==> src/source/user_io_defines.svh <==
`ifndef USER_IO_DEFINES_SVH
`define USER_IO_DEFINES_SVH

// one serial byte on the link
`define UIO_BYTE_W 8

// four directions plus two fire buttons
`define UIO_JOY_W 6

// returned msb first on miso while the command byte comes in
`define UIO_CORE_TYPE 8'hc6

// byte index saturates here and later bytes reuse it
`define UIO_MAX_INDEX 7

`endif

==> src/source/user_io_pkg.sv <==
`include "user_io_defines.svh"

package user_io_pkg;

   // enough bits to number every byte up to the saturation index
   localparam int idx_w = $clog2(`UIO_MAX_INDEX + 1);

   // first byte of a frame
   typedef enum logic [7:0] {
      cmd_none     = 8'd0,
      cmd_buttons  = 8'd1,
      cmd_joy0     = 8'd2,
      cmd_joy1     = 8'd3,
      cmd_mouse    = 8'd4,
      cmd_keyboard = 8'd5,
      cmd_osd_kbd  = 8'd6
   } cmd_e;

   typedef enum logic [1:0] {
      kms_mouse_x = 2'd0,
      kms_mouse_y = 2'd1,
      kms_keycode = 2'd2,
      kms_osd_key = 2'd3
   } kms_type_e;

   typedef struct packed {
      logic [`UIO_BYTE_W-1:0] data;
      logic [idx_w-1:0]       index;  // 0 = command byte
      logic                   valid;  // one cycle per byte
   } spi_byte_t;

   // same bit order as the payload byte
   typedef struct packed {
      logic [3:0] conf;
      logic [1:0] switches;
      logic [1:0] buttons;
   } user_sw_t;

   typedef struct packed {
      kms_type_e              kind;
      logic [`UIO_BYTE_W-1:0] data;
   } kbd_mouse_t;

endpackage

==> src/source/spi_byte_rx.sv <==
`timescale 1ns/1ps
`include "user_io_defines.svh"

module spi_byte_rx (
   input  logic                   SPI_CLK,
   input  logic                   rst,
   input  logic                   spi_ss,    // high ends the frame
   input  logic                   spi_mosi,
   output logic                   spi_miso,
   output user_io_pkg::spi_byte_t rx_byte
);

   localparam int bit_w = $clog2(`UIO_BYTE_W);
   localparam int idx_w = user_io_pkg::idx_w;
   localparam logic [`UIO_BYTE_W-1:0] core_type = `UIO_CORE_TYPE;

   logic [bit_w-1:0]        bit_cnt;
   logic [idx_w-1:0]        byte_idx;
   logic [`UIO_BYTE_W-2:0]  sbuf;       // first seven bits of the byte
   logic                    last_bit;
   logic                    byte_done;
   logic                    valid_q;
   logic [`UIO_BYTE_W-1:0]  data_q;
   logic [idx_w-1:0]        index_q;

   assign last_bit = (bit_cnt == bit_w'(`UIO_BYTE_W - 1));

   // counters and strobe
   always_ff @(posedge SPI_CLK) begin
      if (rst) begin
         bit_cnt   <= '0;
         byte_idx  <= '0;
         byte_done <= 1'b0;
         valid_q   <= 1'b0;
      end else if (spi_ss) begin
         bit_cnt   <= '0;     // a partial byte is dropped here
         byte_idx  <= '0;
         byte_done <= 1'b0;
         valid_q   <= 1'b0;
      end else begin
         bit_cnt   <= bit_cnt + 1'b1;
         byte_done <= last_bit;
         valid_q   <= byte_done;   // one edge after the eighth bit
         if (last_bit && byte_idx != idx_w'(`UIO_MAX_INDEX)) begin
            byte_idx <= byte_idx + 1'b1;
         end
      end
   end

   // shifter, byte captured with the eighth bit still on mosi
   always_ff @(posedge SPI_CLK) begin
      if (!spi_ss) begin
         sbuf <= {sbuf[`UIO_BYTE_W-3:0], spi_mosi};
         if (last_bit) begin
            data_q  <= {sbuf, spi_mosi};
            index_q <= byte_idx;
         end
      end
   end

   // data and index only change at the next byte end, so they hold through valid
   assign rx_byte = '{data: data_q, index: index_q, valid: valid_q};

   // core type goes out on the falling edge ahead of each sampling edge
   always_ff @(negedge SPI_CLK) begin
      if (rst) begin
         spi_miso <= 1'b0;
      end else if (!spi_ss && byte_idx == '0) begin
         spi_miso <= core_type[~bit_cnt];   // msb first
      end else begin
         spi_miso <= 1'b0;
      end
   end

endmodule

==> src/source/user_io_cmd.sv <==
`timescale 1ns/1ps
`include "user_io_defines.svh"

module user_io_cmd (
   input  logic                    SPI_CLK,
   input  logic                    rst,
   input  user_io_pkg::spi_byte_t  rx_byte,
   output user_io_pkg::user_sw_t   sw,
   output logic [`UIO_JOY_W-1:0]   joy0,
   output logic [`UIO_JOY_W-1:0]   joy1,
   output logic [2:0]              mouse_buttons,
   output user_io_pkg::kbd_mouse_t kms,
   output logic                    kms_strobe,   // one cycle per event byte
   output logic                    kms_level     // flips after every strobe
);

   localparam int idx_w = user_io_pkg::idx_w;

   user_io_pkg::cmd_e cmd;
   user_io_pkg::cmd_e rx_cmd;

   // unknown values fall back to cmd_none
   function automatic user_io_pkg::cmd_e to_cmd(input logic [`UIO_BYTE_W-1:0] b);
      user_io_pkg::cmd_e c;
      case (b)
         8'd1:    c = user_io_pkg::cmd_buttons;
         8'd2:    c = user_io_pkg::cmd_joy0;
         8'd3:    c = user_io_pkg::cmd_joy1;
         8'd4:    c = user_io_pkg::cmd_mouse;
         8'd5:    c = user_io_pkg::cmd_keyboard;
         8'd6:    c = user_io_pkg::cmd_osd_kbd;
         default: c = user_io_pkg::cmd_none;
      endcase
      return c;
   endfunction

   assign rx_cmd = to_cmd(rx_byte.data);

   always_ff @(posedge SPI_CLK) begin
      if (rst) begin
         cmd           <= user_io_pkg::cmd_none;
         sw            <= '0;
         joy0          <= '0;
         joy1          <= '0;
         mouse_buttons <= '0;
         kms           <= '0;
         kms_strobe    <= 1'b0;
         kms_level     <= 1'b0;
      end else begin
         kms_strobe <= 1'b0;
         kms_level  <= kms_level ^ kms_strobe;

         if (rx_byte.valid) begin
            case (rx_byte.index)
               idx_w'(0): begin
                  cmd <= rx_cmd;
                  // event type follows the command right away
                  case (rx_cmd)
                     user_io_pkg::cmd_mouse:    kms.kind <= user_io_pkg::kms_mouse_x;
                     user_io_pkg::cmd_keyboard: kms.kind <= user_io_pkg::kms_keycode;
                     user_io_pkg::cmd_osd_kbd:  kms.kind <= user_io_pkg::kms_osd_key;
                     default: ;
                  endcase
               end

               idx_w'(1): begin
                  case (cmd)
                     user_io_pkg::cmd_buttons: begin
                        sw <= user_io_pkg::user_sw_t'(rx_byte.data);
                     end
                     user_io_pkg::cmd_joy0: begin
                        joy0 <= rx_byte.data[`UIO_JOY_W-1:0];
                     end
                     user_io_pkg::cmd_joy1: begin
                        joy1 <= rx_byte.data[`UIO_JOY_W-1:0];
                     end
                     user_io_pkg::cmd_mouse,
                     user_io_pkg::cmd_keyboard,
                     user_io_pkg::cmd_osd_kbd: begin
                        kms.data   <= rx_byte.data;   // kind set with the command
                        kms_strobe <= 1'b1;
                     end
                     default: ;
                  endcase
               end

               idx_w'(2): begin
                  if (cmd == user_io_pkg::cmd_mouse) begin
                     kms.kind   <= user_io_pkg::kms_mouse_y;   // second axis
                     kms.data   <= rx_byte.data;
                     kms_strobe <= 1'b1;
                  end
               end

               idx_w'(3): begin
                  if (cmd == user_io_pkg::cmd_mouse) begin
                     mouse_buttons <= rx_byte.data[2:0];
                  end
               end

               default: ;   // trailing bytes ignored
            endcase
         end
      end
   end

endmodule

==> src/source/user_io_top.sv <==
`timescale 1ns/1ps
`include "user_io_defines.svh"

module user_io_top (
   input  logic                    SPI_CLK,
   input  logic                    rst,
   input  logic                    spi_ss,
   input  logic                    spi_mosi,
   output logic                    spi_miso,
   output user_io_pkg::user_sw_t   sw,
   output logic [`UIO_JOY_W-1:0]   joy0,
   output logic [`UIO_JOY_W-1:0]   joy1,
   output logic [2:0]              mouse_buttons,
   output user_io_pkg::kbd_mouse_t kms,
   output logic                    kms_strobe,
   output logic                    kms_level
);

   user_io_pkg::spi_byte_t rx_byte;   // one strobe per received byte

   // serial side, returns the core type on miso
   spi_byte_rx i_spi_byte_rx (
      .SPI_CLK  (SPI_CLK),
      .rst      (rst),
      .spi_ss   (spi_ss),
      .spi_mosi (spi_mosi),
      .spi_miso (spi_miso),
      .rx_byte  (rx_byte)
   );

   // register side, one cycle behind the byte strobe
   user_io_cmd i_user_io_cmd (
      .SPI_CLK       (SPI_CLK),
      .rst           (rst),
      .rx_byte       (rx_byte),
      .sw            (sw),
      .joy0          (joy0),
      .joy1          (joy1),
      .mouse_buttons (mouse_buttons),
      .kms           (kms),
      .kms_strobe    (kms_strobe),
      .kms_level     (kms_level)
   );

endmodule

==> config.mk <==
export PLATFORM = sky130hd
export DESIGN_NAME = user_io_top
export DESIGN_NICKNAME = d
export VERILOG_FILES = /design/src/source/user_io_pkg.sv /design/src/source/spi_byte_rx.sv /design/src/source/user_io_cmd.sv /design/src/source/user_io_top.sv
export VERILOG_INCLUDE_DIRS = /design/src /design/src/source
export SDC_FILE = /design/constraint.sdc
export NUM_CORES = 1
export LEC_CHECK = 0
export ABC_AREA = 1
export ABC_CLOCK_PERIOD_IN_PS = 2300
export BUFFER_PORTS_ARGS = -buffer_cell sky130_fd_sc_hd__clkbuf_2
export CORE_ASPECT_RATIO = 1.4
export CORE_MARGIN = 10
export CORE_UTILIZATION = 55
export CTS_CLUSTER_DIAMETER = 120
export DETAILED_ROUTE_END_ITERATION = 16
export PLACE_DENSITY = 0.79
export SETUP_SLACK_MARGIN = 0.02
export SLEW_MARGIN = 20
export SYNTH_ARGS = -nofsm -noshare
export SYNTH_HDL_FRONTEND = slang
export SYNTH_HIERARCHICAL = 1
export SYNTH_SLANG_ARGS = --single-unit
export TNS_END_PERCENT = 30
==> constraint.sdc <==
create_clock -name SPI_CLK -period 2.3 [get_ports SPI_CLK]
set_input_delay 0.115 -clock SPI_CLK [delete_from_list [all_inputs] [get_ports SPI_CLK]]
set_output_delay 0.115 -clock SPI_CLK [all_outputs]
set_load 0.05 [all_outputs]
==> results of run 1 <==
-- sequential cells by signal (all words and copies together) (netlist names) --
name and count:
i_spi_byte_rx/spi_miso 1, i_user_io_cmd/cmd 3, i_user_io_cmd/mouse_buttons 3, i_user_io_cmd/kms 10
i_user_io_cmd/joy1 6, i_spi_byte_rx/byte_done 1, i_spi_byte_rx/bit_cnt 3, i_user_io_cmd/kms_strobe 1
i_spi_byte_rx/index_q 3, i_spi_byte_rx/valid_q 1, i_user_io_cmd/sw 8, i_user_io_cmd/kms_level 1
i_spi_byte_rx/data_q 8, i_spi_byte_rx/sbuf 7, i_user_io_cmd/joy0 6, i_spi_byte_rx/byte_idx 3
-- cells by family after synthesis --
logic type / after synthesis / share of synthesized area [%]
AND/OR/NAND/NOR: 138 / 24.6
flip-flops: 65 / 58.6
AO/OA/AOI/OAI: 39 / 7.91
buffers and inverters: 38 / 6.13
adder cells (fa/ha/maj): 5 / 2.47
XOR/XNOR: 1 / 0.346
-- cells in the mapped netlist, types with 2 or more instances --
library cell  count  area share [%]
nand3_1          28             5.5
edfxtp_1         18              21
nor3_2            2            0.79
nand2_1          47             7.0
o21ai_0          13             2.6
dfxtp_1          47              37
buf_4             3            0.89
ha_1              5             2.5
inv_2             5            0.74
inv_1            24             3.6
nand4_1           3            0.74
nor2_4            2            0.89
clkbuf_1          5            0.74
nor2_1           50             7.4
a21oi_1          24             4.7
-- power by group --
part           switching [W]  internal [W]
combinational      0.0000261     0.0000106
clock               0.000404      0.000454
sequential        0.00000486       0.00119
total               0.000435       0.00165
-- routing by layer --
metal | vias up | routed length, um | GRT usage [%]
li1 | 1028 | - | -
met5 | - | 0 | 0
met3 | 16 | 340 | 4.38
met4 | 0 | 136 | 10.3
met1 | 932 | 2160 | 14.8
met2 | 58 | 2690 | 23.7
-- final timing paths --
kind	startpoint	endpoint	slack [ns]	cells after the start
hold / removal	spi_ss	i_spi_byte_rx/byte_idx[2]	0.09	4
setup / recovery	i_spi_byte_rx/spi_miso	spi_miso	0.10	1
hold reg to reg	i_spi_byte_rx/sbuf[6]	i_spi_byte_rx/data_q[7]	0.43	0
setup reg to reg	i_spi_byte_rx/bit_cnt[0]	i_spi_byte_rx/spi_miso	0.24	4
-- through the flow --
step / setup WS, ns / cell area (um^2) / hold WS, ns / util, % / total power, W
after detailed placement: 0.231 / 2790 / 0.317 / 62.1 / 0.00126
after global placement: 0.258 / 2790 / 0.305 / 62.1 / 0.00126
after floorplan: 0.271 / 2530 / 0.184 / - / 0.00124
after CTS: 0.0936 / 2980 / 0.0894 / 66.2 / 0.00210
after global routing: 0.0678 / 2980 / 0.120 / 66.2 / 0.00216
final: 0.104 / 2980 / 0.0920 / 66.2 / 0.00209
-- worst min-delay path, stage by stage --
cell	delay (ns)
clkbuf_2	0.12
nor2_4	0.06
nand2_1	0.06
nor2_1	0.03
-- layout make-up --
cell class	count	area, um^2	share of cell area, %
inverters	28	105	3.53
multi-input cells	183	893	30.0
well taps	62	77.6	2.60
clock inverters	5	22.5	0.756
repair buffers	45	243	8.14
clock buffers	12	158	5.29
flip-flops and latches	65	1480	49.7
==> impl_metrics.json, run 1 <==
{
  "core_area_um2": 4500,
  "postCtsHoldBufs": 1,
  "slew_viol_final": 0,
  "grt-ovfl-total": 0,
  "drc": 0,
  "fp.dieArea_um2": 7750,
  "hold_viol": 0,
  "clock_tree.buffer_depth": 2,
  "drv_cap": 0,
  "endpoint_kind": "output pin",
  "wl_mm": 5.33,
  "worstMarginPinSlew_ns": 0.574,
  "finalSetupViolCount": 0,
  "synth-edff-count": 18,
  "synth_area_per_cell_um2": 8.85,
  "rsz0062_at_grt": "no",
  "area_growth_syn_to_layout_pct": 17.8,
  "cp-start-kind": "flop",
  "htreeDepth": 3,
  "wl_per_cell_um": 13.3,
  "tritoncts": "done",
  "yosysUniqueCellTypes": 25,
  "nNetsFinal": 342,
  "routabilityCongestion": 0.828,
  "drtIter0Drc": 186,
  "cp_top_family": "flip-flops",
  "critPathBufInv": 1,
  "io_pins": 40,
  "ys.flop_type": "dfxtp_1",
  "postSynth.asyncResetShare_pct": 0,
  "finalSetupTns_ns": 0,
  "start_util_pct": 56.2,
  "power_density_nw_per_um2": 700,
  "ys_ff_latch": 65,
  "grt_max_degree": 25,
  "antennaDiodeCount": 0,
  "status": "finished, final reports clean",
  "ys_warn_count": 6,
  "slew_headroom_pct": 61.6,
  "port_buffers": 39,
  "path_clk_slew_ns": 0.07,
  "vias": 2034,
  "ys_seq_area_share_pct": 58.6,
  "numCtsBuffers": 9,
  "place_inst": 383,
  "cts_resized": 0,
  "grtUsageTotal_pct": 14.2,
  "postSynthCellCount": 286,
  "avgViaCountPerCell": 5.09,
  "syn_area_um2": 2530,
  "final_cells": 400,
  "first_pass_iters": 4,
  "crit_slowest_cell": "dfxtp_1",
  "critPathMaxFanout": 1,
  "rows": 29,
  "layout_commonest_cell": "nor2_1",
  "hold_class": "in2reg",
  "cp_data_required_time_ns": 2.18,
  "dpl.hpwl_mm": 3.85,
  "die_w_um": 77.3,
  "grt_pass1_wl_mm": 8.87,
  "clock_latency_ns": 0.37,
  "crit_type": "reg2out",
  "critical_path.max_stage_delay_ns": 0.29,
  "clock_sinks": 65,
  "power.leakage_nw": 1.24,
  "arrival_ns": 2.08,
  "peakVddDrop_uv": 447,
  "grt_antenna_before_repair": 0,
  "grt_pass1_vias": 1954,
  "synth_fp_nets": 295,
  "fin_skew_ns": 0.0418,
  "fillers": 387,
  "die_y_um": 100,
  "cts_setup_buffers": 0,
  "root_buffer": "clkbuf_8",
  "layout_common_cells": "nor2_1 (50), nand2_1 (47), dfxtp_1 (47)",
  "worstPathCellList": "clkbuf_2",
  "antenna_left": 0,
  "drive_above_1_share_pct": 21.3
}
(Power assumes the default switching activity.)
==> run 2: changes to the inputs <==
SETUP_SLACK_MARGIN = 0.2   (was 0.02)
==> run 2 against run 1 <==
Combinational power grew 10%. Critical path type unchanged. Register-to-register slack hardly changed. Via count rose by 0.88%. Wire length increased by 0.41%. Setup slack improved by 0.073 ns. Count of clock-buffer cells in the layout stayed put. Clock power up 0.7%. Cell count unchanged. First-iteration DRC count shrank 17%.
==> impl_metrics.json, run 2 (synthesized netlist as in run 1, its figures left out) <==
{
  "antenna_left": 0,
  "multiInputGateArea_um2": 893,
  "wl_per_cell_um": 13.4,
  "cp-start-kind": "flop",
  "numCtsBuffers": 9,
  "clock_latency_ns": 0.38,
  "clock_tree.buffer_depth": 2,
  "tritoncts": "done",
  "root_buffer": "clkbuf_8",
  "hold_viol": 0,
  "io_pins": 40,
  "drc": 0,
  "final_core_util_pct": 66.7,
  "slew_viol_final": 0,
  "top_register": "i_user_io_cmd/kms",
  "grtUsageTotal_pct": 14.3,
  "fp.dieArea_um2": 7750,
  "grt_antenna_before_repair": 0,
  "core_area_um2": 4500,
  "finalSetupTns_ns": 0,
  "top_regs": "i_user_io_cmd/kms: 10 flops, i_spi_byte_rx/data_q: 8 flops, i_user_io_cmd/sw: 8 flops",
  "arrival_ns": 2.01,
  "cp_top_family": "flip-flops",
  "htreeDepth": 3,
  "drtIter0Drc": 155,
  "status": "finished, final reports clean",
  "clock_sinks": 65,
  "endpoint_kind": "output pin",
  "area_growth_syn_to_layout_pct": 18.6,
  "start_util_pct": 56.2,
  "dpl.hpwl_mm": 3.85,
  "vias": 2052,
  "power_density_nw_per_um2": 698,
  "whs_ns": 0.0866,
  "grt_max_degree": 25,
  "rows": 29,
  "power.leakage_nw": 1.25,
  "largest_reg_flops": 10,
  "drive_above_1_share_pct": 21.6,
  "critPathMaxFanout": 1,
  "nNetsFinal": 342,
  "routabilityCongestion": 0.828,
  "die_y_um": 100,
  "avgViaCountPerCell": 5.13,
  "antennaDiodeCount": 0,
  "finalSetupViolCount": 0,
  "final_area_um2": 3000,
  "hold_class": "in2reg",
  "peakVddDrop_uv": 447,
  "port_buffers": 39,
  "grt-ovfl-total": 0,
  "drv_cap": 0,
  "grt_pass1_vias": 1960,
  "fin_skew_ns": 0.0436,
  "slew_headroom_pct": 61.7,
  "placed_area_um2": 2790,
  "path_clk_slew_ns": 0.07,
  "grt_pass1_wl_mm": 8.93,
  "cp_data_required_time_ns": 2.18,
  "worstMarginPinSlew_ns": 0.573,
  "layout_commonest_cell": "nor2_1",
  "critical_path.max_stage_delay_ns": 0.32,
  "worstPathCellList": "clkbuf_16",
  "cts_setup_buffers": 0,
  "crit_type": "reg2out",
  "crit_slowest_cell": "dfxtp_2",
  "first_pass_iters": 4,
  "wl_mm": 5.35,
  "critPathBufInv": 1,
  "regArea_um2": 1480,
  "rsz0062_at_grt": "yes",
  "layout_common_cells": "nor2_1 (50), nand2_1 (47), dfxtp_1 (46)",
  "die_w_um": 77.3,
  "fillers": 385
}
run 2: cell counts in the layout (fill, tap and decap cells not counted):
Identical to the previous run, type by type.
run 2: power by group:
group	total (W)	switching, W	internal, W
Combinational	0.0000404	0.0000261	0.0000144
Clock	0.000864	0.000410	0.000454
Sequential	0.00119	0.00000536	0.00119
Total	0.00210	0.000441	0.00165
run 2: final timing paths:
path	start	end	slack, ns	cells past startpoint
worst max-delay path	i_spi_byte_rx/spi_miso	spi_miso	0.18	1
worst min-delay path	spi_ss	i_spi_byte_rx/byte_idx[2]	0.09	4
worst max register to register	i_spi_byte_rx/bit_cnt[0]	i_spi_byte_rx/spi_miso	0.24	4
worst min register to register	i_spi_byte_rx/sbuf[6]	i_spi_byte_rx/data_q[7]	0.43	0
run 2: layout make-up:
type | instances | share of cell area [%]
Tap cell | 62 | 2.58
Clock buffer | 12 | 5.25
Clock inverter | 5 | 0.750
Sequential cell | 65 | 49.4
Multi-Input combinational cell | 183 | 29.8
Timing Repair Buffer | 45 | 8.75
Inverter | 28 | 3.50
run 2: per-layer routing:
layer / track usage (%) / routed length (um) / vias to the layer above
met5: 0 / 0 / -
met4: 10.1 / 161 / 0
met3: 4.38 / 330 / 17
met2: 23.9 / 2690 / 57
met1: 14.9 / 2170 / 945
li1: - / - / 1033
run 2: metrics by stage:
| stage | power, W | cells | worst slack (ns) |
|---|---|---|---|
| final | 0.00210 | 400 | 0.177 |
| after global routing | 0.00217 | 400 | 0.146 |
| after CTS | 0.00210 | 400 | 0.182 |
| after detailed placement | 0.00126 | 383 | 0.231 |
| after global placement | 0.00126 | 383 | 0.258 |
| after floorplan | 0.00124 | 286 | 0.271 |
run 2: timing repair:
item | 4_1_cts | 5_1_grt
resized for setup | 4 | 0
endpoints found under the setup margin | 1 | 1
hold buffers | 1 | 0
pin swaps | 0 | 0
cloned | 0 | 0
hold endpoints to repair | 2 | 0
==> run 3: changes to the inputs <==
CORE_UTILIZATION = 40   (was 55)
PLACE_DENSITY = 0.61   (was 0.79)
==> run 3 against run 2 <==
Core utilization shrank 18 points. Critical path depth is the same. Sequential power is essentially flat. Largest cell class unchanged. Hold slack lost 0.0026 ns. Largest power group unchanged. Total power grew 1.3%. Via count shrank 5.5%. First-iteration DRC count shrank 1.3%. Critical path type unchanged. Clock skew shrank 0.0098 ns. Sequential share of layout area is the same.
==> impl_metrics.json, run 3 (synthesized netlist as in run 1, its figures left out) <==
{
  "cp.depth": 1,
  "antenna_left": 0,
  "critPathMaxFanout": 1,
  "cp_top_family": "flip-flops",
  "die_w_um": 87.2,
  "whs_path_depth": 4,
  "grt-ovfl-total": 0,
  "power_density_nw_per_um2": 708,
  "fp.dieArea_um2": 9950,
  "peakVddDrop_uv": 494,
  "crit_slowest_cell": "dfxtp_2",
  "io_pins": 40,
  "endpoint_kind": "output pin",
  "finalSetupTns_ns": 0,
  "cp-start-kind": "flop",
  "start_util_pct": 41.0,
  "grt_max_degree": 25,
  "path_clk_slew_ns": 0.07,
  "critPathBufInv": 1,
  "top_register": "i_user_io_cmd/kms",
  "core_area_um2": 6170,
  "worstMarginPinSlew_ns": 0.566,
  "status": "finished, final reports clean",
  "grt_antenna_before_repair": 0,
  "nNetsFinal": 340,
  "tritoncts": "done",
  "power.leakage_nw": 1.24,
  "clock_tree.buffer_depth": 2,
  "hold_class": "in2reg",
  "fin_skew_ns": 0.0338,
  "whs_ns": 0.0840,
  "htreeDepth": 3,
  "area_growth_syn_to_layout_pct": 18.6,
  "largest_reg_flops": 10,
  "numCtsBuffers": 9,
  "slew_headroom_pct": 62.1,
  "crit_type": "reg2out",
  "r2r.worst_path.cells": 4,
  "die_y_um": 114,
  "wl_per_cell_um": 13.2,
  "critical_path.max_stage_delay_ns": 0.32,
  "first_pass_iters": 4,
  "grtUsageTotal_pct": 11.6,
  "clock_latency_ns": 0.38,
  "drc": 0,
  "arrival_ns": 2.01,
  "avgViaCountPerCell": 4.75,
  "cp_data_required_time_ns": 2.18,
  "layout_common_cells": "nor2_1 (50), nand2_1 (47), dfxtp_1 (46)",
  "dpl.hpwl_mm": 3.86,
  "root_buffer": "clkbuf_8",
  "pre_cts_ws_ns": 0.223,
  "routabilityCongestion": 0.759,
  "final_core_util_pct": 48.7,
  "top_regs": "i_user_io_cmd/kms: 10 flops, i_spi_byte_rx/data_q: 8 flops, i_user_io_cmd/sw: 8 flops",
  "slew_viol_final": 0,
  "hold_viol": 0,
  "drv_cap": 0,
  "wl_mm": 5.37,
  "worstPathCellList": "clkbuf_16",
  "antennaDiodeCount": 0,
  "power_w": 0.00212,
  "clock_sinks": 65,
  "finalSetupViolCount": 0,
  "cts_setup_buffers": 0,
  "rsz0062_at_grt": "yes",
  "grt_pass1_wl_mm": 9.05,
  "drive_above_1_share_pct": 21.4,
  "port_buffers": 39,
  "layout_commonest_cell": "nor2_1",
  "worst_slack_ns": 0.175,
  "rows": 34,
  "grt_pass1_vias": 1888,
  "drtIter0Drc": 153,
  "vias": 1939
}
-- run 3: cell count changes in the layout (fill, tap and decap cells not counted) --
cell / change
clkbuf_8: +1
inv_1: -1
clkbuf_16: -1
bufinv_8: +1
clkinv_2: +1
buf_4: -2
clkbuf_2: -1
-- run 3: metal layers --
metal | part of all wire [%] | up-vias | global-route usage (%)
li1 | - | 1021 | -
met1 | 41 | 871 | 12.8
met2 | 51 | 35 | 18.4
met3 | 6.3 | 12 | 4.49
met4 | 2.3 | 0 | 7.04
met5 | 0 | - | 0
-- run 3: path summary, 6_finish.rpt --
check,slack (ns),end,from
max,0.18,spi_miso,i_spi_byte_rx/spi_miso
min,0.08,i_spi_byte_rx/byte_idx[2],rst
max reg2reg,0.25,i_spi_byte_rx/spi_miso,i_spi_byte_rx/bit_cnt[0]
min reg2reg,0.42,i_spi_byte_rx/valid_q,i_spi_byte_rx/byte_done
-- run 3: area by class of cell --
type                    instances  area (um^2)
clock buffers                  11          141
multi-input cells             183          893
repair buffers                 43          248
inverters                      28          105
well taps                      72         90.1
fillers                       615         3170
clock inverters                 6         41.3
flip-flops and latches         65         1480
-- run 3: report_power, final --
part / leakage (nW) / total [W] / switching (W) / internal [W]
clock network: 0.107 / 0.000892 / 0.000424 / 0.000467
logic: 0.589 / 0.0000410 / 0.0000267 / 0.0000144
registers: 0.547 / 0.00119 / 0.00000489 / 0.00119
-- run 3: metrics by stage --
stage	cells	area, um^2
after detailed placement	391	2790
final	408	3000
after floorplan	286	2530
after global routing	408	3000
after global placement	391	2790
after CTS	408	3000
-- run 3: what timing repair did --
action,CTS,global route
endpoints found under the hold margin,2,0
hold buffers,1,0
pin swaps,0,0
gates resized for setup,4,0
gates cloned,0,0
setup endpoints to repair,1,2
